--- src/hdc_params.svh ---
`ifndef HDC_PARAMS_SVH
`define HDC_PARAMS_SVH

// vector geometry
`define HDC_DIM          256
`define HDC_WORD         32
`define HDC_NVEC         4
`define HDC_WPV          8
`define HDC_SHIFT_W      8
// index widths for vector and word selects
`define HDC_VSEL_W       2
`define HDC_WSEL_W       3

// register map, byte addresses
`define HDC_ADR_W        12
`define HDC_ADR_CMD      12'h000
`define HDC_ADR_STATUS   12'h004
`define HDC_ADR_VEC_BASE 12'h100

// command word fields, lsb positions
`define HDC_CMD_START    0
`define HDC_CMD_OP       1
`define HDC_CMD_SRC_A    4
`define HDC_CMD_SRC_B    6
`define HDC_CMD_DST      8
`define HDC_CMD_SHIFT    16

`endif

--- src/hdc_pkg.sv ---
package hdc_pkg;

    // operation codes, as written to cmd bits 2:1
    typedef enum logic [1:0] {
        OP_NOP          = 2'd0,
        OP_PERMUTE      = 2'd1,
        OP_BIND         = 2'd2,
        OP_PERMUTE_BIND = 2'd3
    } hdc_op_e;

    // engine sequencer states
    typedef enum logic [1:0] {
        // waiting for start
        S_IDLE  = 2'd0,
        // rotator pipeline advancing
        S_RUN   = 2'd1,
        // result written back to bank
        S_WRITE = 2'd2
    } eng_state_e;

endpackage

--- src/hdc_permute.sv ---
`timescale 1ns/1ps

module hdc_permute #(
    parameter int DIM_W = 256
) (
    input  logic                       clk,
    input  logic                       exec,
    input  logic [DIM_W-1:0]           data,
    input  logic [$clog2(DIM_W)-1:0]   shift,
    output logic [DIM_W-1:0]           result
);

    // one stage per shift bit
    localparam int NSTG = $clog2(DIM_W);

    genvar s;
    generate
        for (s = 0; s < NSTG; s++) begin : g_stage
            // rotate amount of this stage
            localparam int AMT = 1 << s;
            // stage output register
            logic [DIM_W-1:0] q;

            if (s == 0) begin : g_rot
                // first stage reads the ports directly
                always_ff @(posedge clk) begin
                    if (exec) begin
                        if (shift[0]) begin
                            q <= {data[0], data[DIM_W-1:1]};
                        end else begin
                            q <= data;
                        end
                    end
                end
            end else begin : g_rot
                // shift bits s and up, delayed to line up with d_prev
                logic [NSTG-1-s:0] sh;
                logic [DIM_W-1:0]  d_prev;

                assign d_prev = g_stage[s-1].q;

                if (s == 1) begin : g_sh
                    always_ff @(posedge clk) begin
                        if (exec) begin
                            sh <= shift[NSTG-1:1];
                        end
                    end
                end else begin : g_sh
                    // drop the bit consumed by the previous stage
                    always_ff @(posedge clk) begin
                        if (exec) begin
                            sh <= g_stage[s-1].g_rot.sh[NSTG-s:1];
                        end
                    end
                end

                // rotate toward bit 0 by 2^s
                always_ff @(posedge clk) begin
                    if (exec) begin
                        if (sh[0]) begin
                            q <= {d_prev[AMT-1:0], d_prev[DIM_W-1:AMT]};
                        end else begin
                            q <= d_prev;
                        end
                    end
                end
            end
        end
    endgenerate

    // last stage holds the fully rotated vector
    assign result = g_stage[NSTG-1].q;

endmodule

--- src/hdc_vector_bank.sv ---
`timescale 1ns/1ps
`include "hdc_params.svh"

module hdc_vector_bank (
    input  logic                     clk,
    input  logic                     rst_n,
    // word write from bus side
    input  logic                     wr_en,
    input  logic [`HDC_VSEL_W-1:0]   wr_vec,
    input  logic [`HDC_WSEL_W-1:0]   wr_word,
    input  logic [`HDC_WORD-1:0]     wr_data,
    // word read
    input  logic [`HDC_VSEL_W-1:0]   rd_vec,
    input  logic [`HDC_WSEL_W-1:0]   rd_word,
    output logic [`HDC_WORD-1:0]     rd_data,
    // full-vector reads for the engine
    input  logic [`HDC_VSEL_W-1:0]   sel_a,
    input  logic [`HDC_VSEL_W-1:0]   sel_b,
    output logic [`HDC_DIM-1:0]      vec_a,
    output logic [`HDC_DIM-1:0]      vec_b,
    // full-vector result write
    input  logic                     res_en,
    input  logic [`HDC_VSEL_W-1:0]   res_vec,
    input  logic [`HDC_DIM-1:0]      res_data
);

    // the four hypervectors
    logic [`HDC_DIM-1:0] mem [`HDC_NVEC];

    // ------------------------------
    // write side
    // ------------------------------
    always_ff @(posedge clk) begin
        if (!rst_n) begin
            for (int v = 0; v < `HDC_NVEC; v++) begin
                mem[v] <= '0;
            end
        end else if (res_en) begin
            // engine result wins over a word write
            mem[res_vec] <= res_data;
        end else if (wr_en) begin
            // word 0 is bits 31:0
            mem[wr_vec][wr_word * `HDC_WORD +: `HDC_WORD] <= wr_data;
        end
    end

    // ------------------------------
    // read side
    // ------------------------------
    // word mux for bus reads
    assign rd_data = mem[rd_vec][rd_word * `HDC_WORD +: `HDC_WORD];

    // operand ports
    assign vec_a = mem[sel_a];
    assign vec_b = mem[sel_b];

endmodule

--- src/hdc_engine.sv ---
`timescale 1ns/1ps
`include "hdc_params.svh"

module hdc_engine (
    input  logic                     clk,
    input  logic                     rst_n,
    // command from register block
    input  logic                     start,
    input  hdc_pkg::hdc_op_e         op,
    input  logic [`HDC_VSEL_W-1:0]   src_a,
    input  logic [`HDC_VSEL_W-1:0]   src_b,
    input  logic [`HDC_VSEL_W-1:0]   dst,
    input  logic [`HDC_SHIFT_W-1:0]  shift,
    output logic                     busy,
    // operand reads from bank
    output logic [`HDC_VSEL_W-1:0]   sel_a,
    output logic [`HDC_VSEL_W-1:0]   sel_b,
    input  logic [`HDC_DIM-1:0]      vec_a,
    input  logic [`HDC_DIM-1:0]      vec_b,
    // result write to bank
    output logic                     res_en,
    output logic [`HDC_VSEL_W-1:0]   res_vec,
    output logic [`HDC_DIM-1:0]      res_data
);

    // counts the rotator stages, one per shift bit
    localparam int CNT_W = $clog2(`HDC_SHIFT_W);

    hdc_pkg::eng_state_e          state;
    hdc_pkg::hdc_op_e             op_q;
    logic [`HDC_VSEL_W-1:0]       src_a_q;
    logic [`HDC_VSEL_W-1:0]       src_b_q;
    logic [`HDC_VSEL_W-1:0]       dst_q;
    logic [`HDC_SHIFT_W-1:0]      shift_q;
    logic [CNT_W-1:0]             cnt;
    logic                         exec;
    logic                         do_rot;
    logic                         do_bind;
    logic [`HDC_SHIFT_W-1:0]      rot_shift;
    logic [`HDC_DIM-1:0]          rot_res;

    // op decode from the latched command
    assign do_rot  = (op_q == hdc_pkg::OP_PERMUTE) || (op_q == hdc_pkg::OP_PERMUTE_BIND);
    assign do_bind = (op_q == hdc_pkg::OP_BIND) || (op_q == hdc_pkg::OP_PERMUTE_BIND);
    // bind and nop still go through the rotator, unrotated
    assign rot_shift = do_rot ? shift_q : '0;

    // pipeline enable, doubles as stall control
    assign exec = (state == hdc_pkg::S_RUN);
    assign busy = (state != hdc_pkg::S_IDLE);

    hdc_permute #(
        .DIM_W (`HDC_DIM)
    ) u_permute (
        .clk    (clk),
        .exec   (exec),
        .data   (vec_a),
        .shift  (rot_shift),
        .result (rot_res)
    );

    // ------------------------------
    // sequencer
    // ------------------------------
    always_ff @(posedge clk) begin
        if (!rst_n) begin
            state   <= hdc_pkg::S_IDLE;
            cnt     <= '0;
            op_q    <= hdc_pkg::OP_NOP;
            src_a_q <= '0;
            src_b_q <= '0;
            dst_q   <= '0;
            shift_q <= '0;
        end else begin
            case (state)
                hdc_pkg::S_IDLE: begin
                    // a start while busy never gets here
                    if (start) begin
                        op_q    <= op;
                        src_a_q <= src_a;
                        src_b_q <= src_b;
                        dst_q   <= dst;
                        shift_q <= shift;
                        cnt     <= '0;
                        state   <= hdc_pkg::S_RUN;
                    end
                end
                hdc_pkg::S_RUN: begin
                    cnt <= cnt + 1'b1;
                    // last stage loaded on this edge
                    if (cnt == CNT_W'(`HDC_SHIFT_W - 1)) begin
                        state <= hdc_pkg::S_WRITE;
                    end
                end
                hdc_pkg::S_WRITE: begin
                    state <= hdc_pkg::S_IDLE;
                end
                default: begin
                    state <= hdc_pkg::S_IDLE;
                end
            endcase
        end
    end

    // ------------------------------
    // operand select and writeback
    // ------------------------------
    assign sel_a    = src_a_q;
    assign sel_b    = src_b_q;
    assign res_vec  = dst_q;
    // nop runs the full path but writes nothing
    assign res_en   = (state == hdc_pkg::S_WRITE) && (op_q != hdc_pkg::OP_NOP);
    assign res_data = do_bind ? (rot_res ^ vec_b) : rot_res;

endmodule

--- src/hdc_wb_regs.sv ---
`timescale 1ns/1ps
`include "hdc_params.svh"

module hdc_wb_regs (
    input  logic                     clk,
    input  logic                     rst_n,
    // wishbone classic slave
    input  logic                     wb_cyc,
    input  logic                     wb_stb,
    input  logic                     wb_we,
    input  logic [`HDC_ADR_W-1:0]    wb_adr,
    input  logic [`HDC_WORD-1:0]     wb_dat_w,
    output logic [`HDC_WORD-1:0]     wb_dat_r,
    output logic                     wb_ack,
    // engine command and status
    input  logic                     busy,
    output logic                     start,
    output hdc_pkg::hdc_op_e         op,
    output logic [`HDC_VSEL_W-1:0]   src_a,
    output logic [`HDC_VSEL_W-1:0]   src_b,
    output logic [`HDC_VSEL_W-1:0]   dst,
    output logic [`HDC_SHIFT_W-1:0]  shift,
    // bank word port
    output logic                     wr_en,
    output logic [`HDC_VSEL_W-1:0]   wr_vec,
    output logic [`HDC_WSEL_W-1:0]   wr_word,
    output logic [`HDC_WORD-1:0]     wr_data,
    output logic [`HDC_VSEL_W-1:0]   rd_vec,
    output logic [`HDC_WSEL_W-1:0]   rd_word,
    input  logic [`HDC_WORD-1:0]     rd_data
);

    // bytes covered by the vector window
    localparam int VEC_SPAN = `HDC_NVEC * `HDC_WPV * 4;

    logic                     wait_idle;
    logic                     req;
    logic                     is_cmd;
    logic                     is_status;
    logic                     is_vec;
    logic [`HDC_ADR_W-1:0]    vec_off;
    logic [`HDC_WORD-1:0]     cmd_rd;
    logic [`HDC_WORD-1:0]     rdata;

    // ------------------------------
    // handshake
    // ------------------------------
    // new request only after stb has dropped since the last ack
    assign req = wb_cyc && wb_stb && !wb_ack && !wait_idle;

    always_ff @(posedge clk) begin
        if (!rst_n) begin
            wb_ack    <= 1'b0;
            wait_idle <= 1'b0;
        end else begin
            wb_ack <= req;
            if (req) begin
                wait_idle <= 1'b1;
            end else if (!wb_stb) begin
                wait_idle <= 1'b0;
            end
        end
    end

    // ------------------------------
    // address decode
    // ------------------------------
    assign vec_off   = wb_adr - `HDC_ADR_VEC_BASE;
    assign is_cmd    = (wb_adr == `HDC_ADR_CMD);
    assign is_status = (wb_adr == `HDC_ADR_STATUS);
    assign is_vec    = (wb_adr >= `HDC_ADR_VEC_BASE) && (vec_off < VEC_SPAN);

    // vector v at +v*0x20, word w at +w*4
    assign rd_vec  = vec_off[2 + `HDC_WSEL_W +: `HDC_VSEL_W];
    assign rd_word = vec_off[2 +: `HDC_WSEL_W];
    assign wr_vec  = rd_vec;
    assign wr_word = rd_word;
    assign wr_data = wb_dat_w;
    // bank is frozen while the engine runs, write still acked
    assign wr_en   = req && wb_we && is_vec && !busy;

    // ------------------------------
    // command register
    // ------------------------------
    always_ff @(posedge clk) begin
        if (!rst_n) begin
            start <= 1'b0;
            op    <= hdc_pkg::OP_NOP;
            src_a <= '0;
            src_b <= '0;
            dst   <= '0;
            shift <= '0;
        end else begin
            // one-cycle pulse, engine drops it when busy
            start <= req && wb_we && is_cmd && wb_dat_w[`HDC_CMD_START];
            if (req && wb_we && is_cmd) begin
                op    <= hdc_pkg::hdc_op_e'(wb_dat_w[`HDC_CMD_OP +: 2]);
                src_a <= wb_dat_w[`HDC_CMD_SRC_A +: `HDC_VSEL_W];
                src_b <= wb_dat_w[`HDC_CMD_SRC_B +: `HDC_VSEL_W];
                dst   <= wb_dat_w[`HDC_CMD_DST +: `HDC_VSEL_W];
                shift <= wb_dat_w[`HDC_CMD_SHIFT +: `HDC_SHIFT_W];
            end
        end
    end

    // readback, start bit reads as 0
    always_comb begin
        cmd_rd = '0;
        cmd_rd[`HDC_CMD_OP +: 2]                = op;
        cmd_rd[`HDC_CMD_SRC_A +: `HDC_VSEL_W]   = src_a;
        cmd_rd[`HDC_CMD_SRC_B +: `HDC_VSEL_W]   = src_b;
        cmd_rd[`HDC_CMD_DST +: `HDC_VSEL_W]     = dst;
        cmd_rd[`HDC_CMD_SHIFT +: `HDC_SHIFT_W]  = shift;
    end

    // read mux, unmapped reads zero
    always_comb begin
        if (is_cmd) begin
            rdata = cmd_rd;
        end else if (is_status) begin
            rdata = {{(`HDC_WORD - 1){1'b0}}, busy};
        end else if (is_vec) begin
            rdata = rd_data;
        end else begin
            rdata = '0;
        end
    end

    // read data held for the ack cycle
    always_ff @(posedge clk) begin
        if (req && !wb_we) begin
            wb_dat_r <= rdata;
        end
    end

endmodule

--- src/hdc_top.sv ---
`timescale 1ns/1ps
`include "hdc_params.svh"

module hdc_top (
    input  logic                     clk,
    input  logic                     rst_n,
    input  logic                     wb_cyc,
    input  logic                     wb_stb,
    input  logic                     wb_we,
    input  logic [`HDC_ADR_W-1:0]    wb_adr,
    input  logic [`HDC_WORD-1:0]     wb_dat_w,
    output logic [`HDC_WORD-1:0]     wb_dat_r,
    output logic                     wb_ack
);

    // ------------------------------
    // command path, slave to engine
    // ------------------------------
    logic                     busy;
    logic                     start;
    hdc_pkg::hdc_op_e         op;
    logic [`HDC_VSEL_W-1:0]   src_a;
    logic [`HDC_VSEL_W-1:0]   src_b;
    logic [`HDC_VSEL_W-1:0]   dst;
    logic [`HDC_SHIFT_W-1:0]  shift;

    // ------------------------------
    // bank ports
    // ------------------------------
    // word access from the bus
    logic                     wr_en;
    logic [`HDC_VSEL_W-1:0]   wr_vec;
    logic [`HDC_WSEL_W-1:0]   wr_word;
    logic [`HDC_WORD-1:0]     wr_data;
    logic [`HDC_VSEL_W-1:0]   rd_vec;
    logic [`HDC_WSEL_W-1:0]   rd_word;
    logic [`HDC_WORD-1:0]     rd_data;
    // full-vector access from the engine
    logic [`HDC_VSEL_W-1:0]   sel_a;
    logic [`HDC_VSEL_W-1:0]   sel_b;
    logic [`HDC_DIM-1:0]      vec_a;
    logic [`HDC_DIM-1:0]      vec_b;
    logic                     res_en;
    logic [`HDC_VSEL_W-1:0]   res_vec;
    logic [`HDC_DIM-1:0]      res_data;

    hdc_wb_regs u_regs (
        .clk      (clk),
        .rst_n    (rst_n),
        .wb_cyc   (wb_cyc),
        .wb_stb   (wb_stb),
        .wb_we    (wb_we),
        .wb_adr   (wb_adr),
        .wb_dat_w (wb_dat_w),
        .wb_dat_r (wb_dat_r),
        .wb_ack   (wb_ack),
        .busy     (busy),
        .start    (start),
        .op       (op),
        .src_a    (src_a),
        .src_b    (src_b),
        .dst      (dst),
        .shift    (shift),
        .wr_en    (wr_en),
        .wr_vec   (wr_vec),
        .wr_word  (wr_word),
        .wr_data  (wr_data),
        .rd_vec   (rd_vec),
        .rd_word  (rd_word),
        .rd_data  (rd_data)
    );

    hdc_vector_bank u_bank (
        .clk      (clk),
        .rst_n    (rst_n),
        .wr_en    (wr_en),
        .wr_vec   (wr_vec),
        .wr_word  (wr_word),
        .wr_data  (wr_data),
        .rd_vec   (rd_vec),
        .rd_word  (rd_word),
        .rd_data  (rd_data),
        .sel_a    (sel_a),
        .sel_b    (sel_b),
        .vec_a    (vec_a),
        .vec_b    (vec_b),
        .res_en   (res_en),
        .res_vec  (res_vec),
        .res_data (res_data)
    );

    hdc_engine u_engine (
        .clk      (clk),
        .rst_n    (rst_n),
        .start    (start),
        .op       (op),
        .src_a    (src_a),
        .src_b    (src_b),
        .dst      (dst),
        .shift    (shift),
        .busy     (busy),
        .sel_a    (sel_a),
        .sel_b    (sel_b),
        .vec_a    (vec_a),
        .vec_b    (vec_b),
        .res_en   (res_en),
        .res_vec  (res_vec),
        .res_data (res_data)
    );

endmodule

--- config.mk ---
export PLATFORM = sky130hd
export DESIGN_NAME = hdc_top
export DESIGN_NICKNAME = d
export VERILOG_FILES = /design/src/hdc_pkg.sv /design/src/hdc_permute.sv /design/src/hdc_vector_bank.sv /design/src/hdc_engine.sv /design/src/hdc_wb_regs.sv /design/src/hdc_top.sv
export VERILOG_INCLUDE_DIRS = /design/src
export SDC_FILE = /design/constraint.sdc
export NUM_CORES = 2
export LEC_CHECK = 0
export BUFFER_PORTS_ARGS = -buffer_cell sky130_fd_sc_hd__buf_2
export CAP_MARGIN = 20
export CORE_UTILIZATION = 40
export DETAILED_ROUTE_END_ITERATION = 10
export PLACE_DENSITY = 0.6
export RECOVER_POWER = 50
export SLEW_MARGIN = 0
export SYNTH_ARGS = -nofsm -noshare
export SYNTH_HDL_FRONTEND = slang
export SYNTH_SLANG_ARGS = --single-unit
--- constraint.sdc ---
create_clock -name clk -period 39.3 [get_ports clk]
set_input_delay 7.86 -clock clk [delete_from_list [all_inputs] [get_ports clk]]
set_output_delay 7.86 -clock clk [all_outputs]
set_load 0.02 [all_outputs]
* Yosys cells after proc, flatten, opt, wreduce, memory -nomap -nowiden *
Memories as Yosys holds them, arrays and structs flattened. A register that Yosys moved wholly into a read port is not among the register bits.
Cells that the tools add are included.

storage, ports and cells
  bits in registers = 2,148
  bits in latches = 0
  bits in writable memories = 1,024
  memory bits (read-only) = 0
  input port bits = 49
  output and inout bits = 33
  word-level logic and storage cells = 120
  memories = 1

operators by class
  add/sub/neg operators = 3
  multiply operators = 0
  div/mod/pow operators = 0
  order comparisons = 2
  eq/ne operators = 10
  shifts and indexed selects = 3
  mux-type cells = 38
  bitwise logic cells = 2
  reductions and logical operators = 28

memories
  name        words  width  rd ports  clocked after memory_dff  wr ports  line                   RTL
  u_bank.mem  4      256    3         2                         4         hdc_vector_bank.sv:28  logic [`HDC_DIM-1:0] mem [`HDC_NVEC];

operators by type and width
  operator                     number
  $mux W256                    13
  $reduce_or A256 Y1           2
  $shift A32 B34 Y256 const A  1
  $shiftx A256 B9 Y32          1
  $shiftx A32 B34 Y256         1
  $xor A256 B256 Y256          1
  $mux W24                     3
  $neg A8 Y34                  1
  $mux W2                      8
  $eq A12 B3 Y1 const B        1
  $ge A12 B9 Y1 const B        1
  $logic_not A12 Y1            1
  $lt A12 B8 Y1 const B        1
  $sub A12 B9 Y12 const B      1
  $logic_and A1 B1 Y1          11
  $mux W1                      11
  $eq A2 B2 Y1 const B         3
  $pmux W3 S2                  1
  $reduce_and A2 Y1            3
  $reduce_bool A2 Y1           3
  $eq A2 B1 Y1 const B         2
  $logic_not A1 Y1             4
  $ne A2 B2 Y1 const B         2
  $pmux W2 S2                  1
  8 further kinds              9

* Logic depth before layout (Yosys ltp) *
  depth after elaboration = 12
  depth in mapped cells = 12
  depth with buffers taken out = 9

* By module *
From an unflattened synthesis, not the netlist that was laid out.

second synthesis, totals
  cells, all modules = 8,918
  area total of the unflattened synthesis = 151,761.8 sq um

by module, submodules not included
  module           instances  cells each  area an instance (sq um)  seq. area each (sq um)
  hdc_permute      1          4,348       87,844.2                  62,339.8
  hdc_vector_bank  1          3,722       57,173.6                  30,749.5
  hdc_engine       1          647         4,359.2                   420.4
  hdc_wb_regs      1          201         2,384.8                   1,341.3

* Least setup slack after synthesis *
No wires, ideal clock.

  kind = reg-to-reg
  start point = register u_engine.state[1]
  end point = register u_engine.state[1]
  data arrival time = 43.164 ns
  data required time = 39.092 ns
  path slack = -4.072 ns
  stages on the path, launching flop included = 4
  path buffers = 0
  period minus slack after synthesis = 43.372 ns
  path through = dfxtp_1 nand2b_1 inv_1 and3_1

on the way
  longest elaborated chain between the ends = 3
  elaborated cells between the ends (all ways) = 6
  classes of those cells = 3 x eq/ne; 1 x mux; 2 x reduce/logical

RTL lines
  item                                                     line              RTL
  from (decl)                                              hdc_engine.sv:29  hdc_pkg::eng_state_e state;
  from (signal assigned)                                   hdc_engine.sv:67  state <= hdc_pkg::S_IDLE;
  from (signal assigned)                                   hdc_engine.sv:85  state <= hdc_pkg::S_RUN;
  from (signal assigned)                                   hdc_engine.sv:92  state <= hdc_pkg::S_WRITE;
  $eq A2 B1 Y1 / $logic_not A2 Y1 (equally long branches)  hdc_engine.sv:75  case (state)
  $ne A2 B2 Y1 (no line)                                   --
  $reduce_and A2 Y1 (no line)                              --

Several ways; a longest one is shown, not always the timed one.
A chain may end at the register's enable or synchronous reset.

* Final worst setup path *
  start point = register u_engine.state[1]
  end point = register u_engine.u_permute.g_stage[2].q[198], enable pin

on the way
  longest elaborated chain between the ends = 1

RTL lines
  item                  line               RTL
  $eq A2 B1 Y1          hdc_engine.sv:49   assign exec = (state == hdc_pkg::S_RUN);
  to (signal assigned)  hdc_permute.sv:61  q <= {d_prev[AMT-1:0], d_prev[DIM_W-1:AMT]};
  to (signal assigned)  hdc_permute.sv:63  q <= d_prev;
  to (decl)             hdc_permute.sv:22  logic [DIM_W-1:0] q;

No other way between the ends.

==> results.toml <==
[setup_path]
crit_path_end = "u_engine.u_permute.g_stage[2].q[198]$_DFFE_PP_"
r2r_cells = 6
slowest_delay_ps = 7110
r2r_end = "u_engine.u_permute.g_stage[2].q[198]$_DFFE_PP_"
cp.buffers_inverters = 5
worstSetupEndpointType = "flop"
crit_slowest_cell = "clkbuf_1"
cp_max_fo = 185
required_ps = 39830
crit_start = "u_engine.state[1]$_SDFFE_PN0P_"
cp.arrival_ps = 19970
timing.rr.start = "u_engine.state[1]$_SDFFE_PN0P_"
cp_cell_sequence = "nand2b_1 -> clkinvlp_2 -> clkbuf_1 -> clkbuf_1 -> clkbuf_1 -> buf_4"
crit_family = "buffers and inverters"
path_depth = 6
path_class = "reg2reg"
crit_path_frequent_cell = "clkbuf_1"
r2r_slack_ps = 19860
worst_setup_path_start_kind = "flop"

[yosys]
synth_fp_nets = 9184
seq_area_frac_synth = 0.6311
synth_warnings = 0
synth_cells = 9127
synthArstFlopShare = 0
synth_edf_count = 3132
synth.ff_latch_count = 3176
synth_ff_type = "edfxtp_1"
syn_area_per_cell_um2 = 16.48
synth.distinct_cells = 53
synthesis.area_mm2 = 0.1504

[die]
die_w_um = 615.2
core_area_mm2 = 0.3733
fp.dieH_um = 615.2
die_area_mm2 = 0.3785
row_count = 224
initial_core_util = 0.4029
ioPinCount = 82

[sta]
rsz0062_at_grt = "no"
min_period_ps = 19440
fmax_mhz = 51.45
finalSetupViolations = 0
worst_slew_pin_slew_ps = 9869
finalSetupTns_ps = 0
slew_viol_final = 3387
fin_worst_skew_ps = 67.53
hold_viol = 0
holdWs_ps = 420.3
period_share = 0.4946
setup_slack_ps = 19860
slew_headroom = -5.579

[finish]
drive_gt1_frac = 0.3238
multi_input_area_mm2 = 0.05249
syn2layout_area_growth_pct = 11.52
most-common-layout-cells = "3,132 x edfxtp_1, 1,447 x mux2_2, 1,046 x nor2_1, 794 x mux4_2, 602 x mux2_1"
mostFrequentLayoutCell = "edfxtp_1"
seq_area_mm2 = 0.09494
fillers = 32556
nets = 9178

[power]
totalPowerFinal_uw = 7304
ir_drop_v = 0.00003797
powerDensity_mw_per_mm2 = 43.54
leakage_uw = 0.05466

[grt]
grt_pass1_wl_um = 744300
grt_max_degree = 188
grt.total_usage = 0.2902
grt_pass1_vias = 84360
antenna_found_initial = 71
grt_overflow_total = 0

[placed_design]
io_buffers = 81
detailed_place_hpwl_um = 398300
pre_cts_slack_ps = 26430
gp_congestion = 0.9855

[detailed_routing]
wirelength_um = 560200
drt_iter0_markers = 12271
drtPass1Iterations = 6
vias_per_cell = 6.085
wire_per_inst_um = 38.83
num_vias = 87782
drc = 0
ant_nets = 0

[clocking]
cts.clk_slew.worst_paths_ps = 60
cts_tree = "yes"
clk_latency_ps = 980
htree_num_levels = 5
cts_buffers = 346
cts_sinks = 3176
cts-root-buf = "clkbuf_16"
post_cts_resized = 0
clk_path_buf_depth = 4
post-cts-setup-buffers = 0
hold_buffers = 0

[hold_path]
min_path_type = "reg2reg"

[outcome]
violations = "max-capacitance violations, max-slew violations"
status = "complete, but fails checks"

[flow_run]
drv_cap = 52
## worst register-to-register path, delay by kind of cell (launching register included)
| kind | cells | cell delay, ps |
|---|---|---|
| flip-flops | 1 | 350 |
| buffers and inverters | 5 | 18390 |
| AND/OR/NAND/NOR | 1 | 240 |
## registers in the layout, summed over array words and instances, names as in the netlist, 3 cells and up, named ones only
name,count
u_regs.wb_dat_r,32
u_engine.shift_q,8
u_regs.shift,8
u_bank.mem,1024
u_engine.u_permute.g_stage.q,1792
u_engine.u_permute.g_stage.g_rot.sh,28
u_engine.u_permute.result,256
u_engine.cnt,3
## cell usage after synthesis (11+ instances only)
| master | number | share of area |
|---|---|---|
| clkbuf_1 | 467 | 0.012 |
| a22o_1 | 28 | 0.0016 |
| buf_1 | 72 | 0.0018 |
| mux4_2 | 794 | 0.12 |
| nand2_1 | 365 | 0.0091 |
| mux2_2 | 2049 | 0.15 |
| a22oi_1 | 15 | 0.00075 |
| edfxtp_1 | 3132 | 0.63 |
| nor2_1 | 1055 | 0.026 |
| a21oi_1 | 275 | 0.0092 |
| buf_2 | 73 | 0.0024 |
| xor2_1 | 256 | 0.015 |
| dfxtp_1 | 44 | 0.0059 |
| nor2b_1 | 19 | 0.00079 |
| mux2i_1 | 39 | 0.0026 |
| and2_1 | 13 | 0.00054 |
| o21ai_1 | 19 | 0.00063 |
| o221ai_1 | 11 | 0.00064 |
| a21boi_0 | 18 | 0.00090 |
| inv_1 | 268 | 0.0067 |
| nand3_1 | 22 | 0.00073 |
## cell type report
cell class / count / area share
flip-flops and latches: 3176 / 0.5660
multi-input cells: 5064 / 0.3129
diodes: 63 / 0.0009399
repair buffers: 263 / 0.01008
well taps: 4972 / 0.03709
clock inverters: 212 / 0.01302
inverters: 270 / 0.006050
clock buffers: 406 / 0.05388
## power breakdown
group / internal, uW / switching (uW) / total (uW)
Combinational: 86.5 / 182 / 268
Clock: 1860 / 1420 / 3280
Sequential: 3720 / 29.2 / 3750
## worst min-delay path by stage
stage          slack [ps]  cells after the start                                             endpoint                                                    start
2_1_floorplan         400                      0  u_engine.u_permute.g_stage[2].g_rot.sh[0]$_DFFE_PP_  u_engine.u_permute.g_stage[1].g_rot.sh[1]$_SDFFCE_PP0P_
3_3_place_gp          400                      0     u_engine.u_permute.g_stage[7].g_rot.sh$_DFFE_PP_      u_engine.u_permute.g_stage[6].g_rot.sh[1]$_DFFE_PP_
3_5_place_dp          400                      0  u_engine.u_permute.g_stage[3].g_rot.sh[1]$_DFFE_PP_      u_engine.u_permute.g_stage[2].g_rot.sh[2]$_DFFE_PP_
4_1_cts               420                      0  u_engine.u_permute.g_stage[3].g_rot.sh[1]$_DFFE_PP_      u_engine.u_permute.g_stage[2].g_rot.sh[2]$_DFFE_PP_
5_1_grt               430                      0  u_engine.u_permute.g_stage[4].g_rot.sh[1]$_DFFE_PP_      u_engine.u_permute.g_stage[3].g_rot.sh[2]$_DFFE_PP_
6_report              420                      0  u_engine.u_permute.g_stage[3].g_rot.sh[1]$_DFFE_PP_      u_engine.u_permute.g_stage[2].g_rot.sh[2]$_DFFE_PP_
## metrics by stage
step / cell area [um2] / util / cells
after floorplan: 150400 / - / 9127
after global placement: 156600 / 0.4194 / 13738
after detailed placement: 156600 / 0.4196 / 13743
after CTS: 167900 / 0.4496 / 14361
after global routing: 167600 / 0.4490 / 14381
final: 167700 / 0.4493 / 14426
## cells by family after synthesis
family | count (synthesis) | share of synthesized area
DFF | 3176 | 0.6311
AOI/OAI and AO/OA | 412 | 0.01596
and+or+nand+nor | 1506 | 0.03956
muxes | 2882 | 0.2749
buffers and inverters | 887 | 0.02287
xor gates and xnor gates | 256 | 0.01491
adders and majority gates | 8 | 0.0006655
## per-layer routing
layer / global-route usage / wire length (um) / share of wire / vias up
li1: - / - / - / 35339
met2: 0.4274 / 244300 / 0.44 / 4939
met1: 0.3783 / 210600 / 0.38 / 46497
met5: 0 / 90 / 0.00016 / -
met4: 0.2106 / 49190 / 0.088 / 14
met3: 0.06601 / 55950 / 0.10 / 993
(Power assumes the default switching activity.)
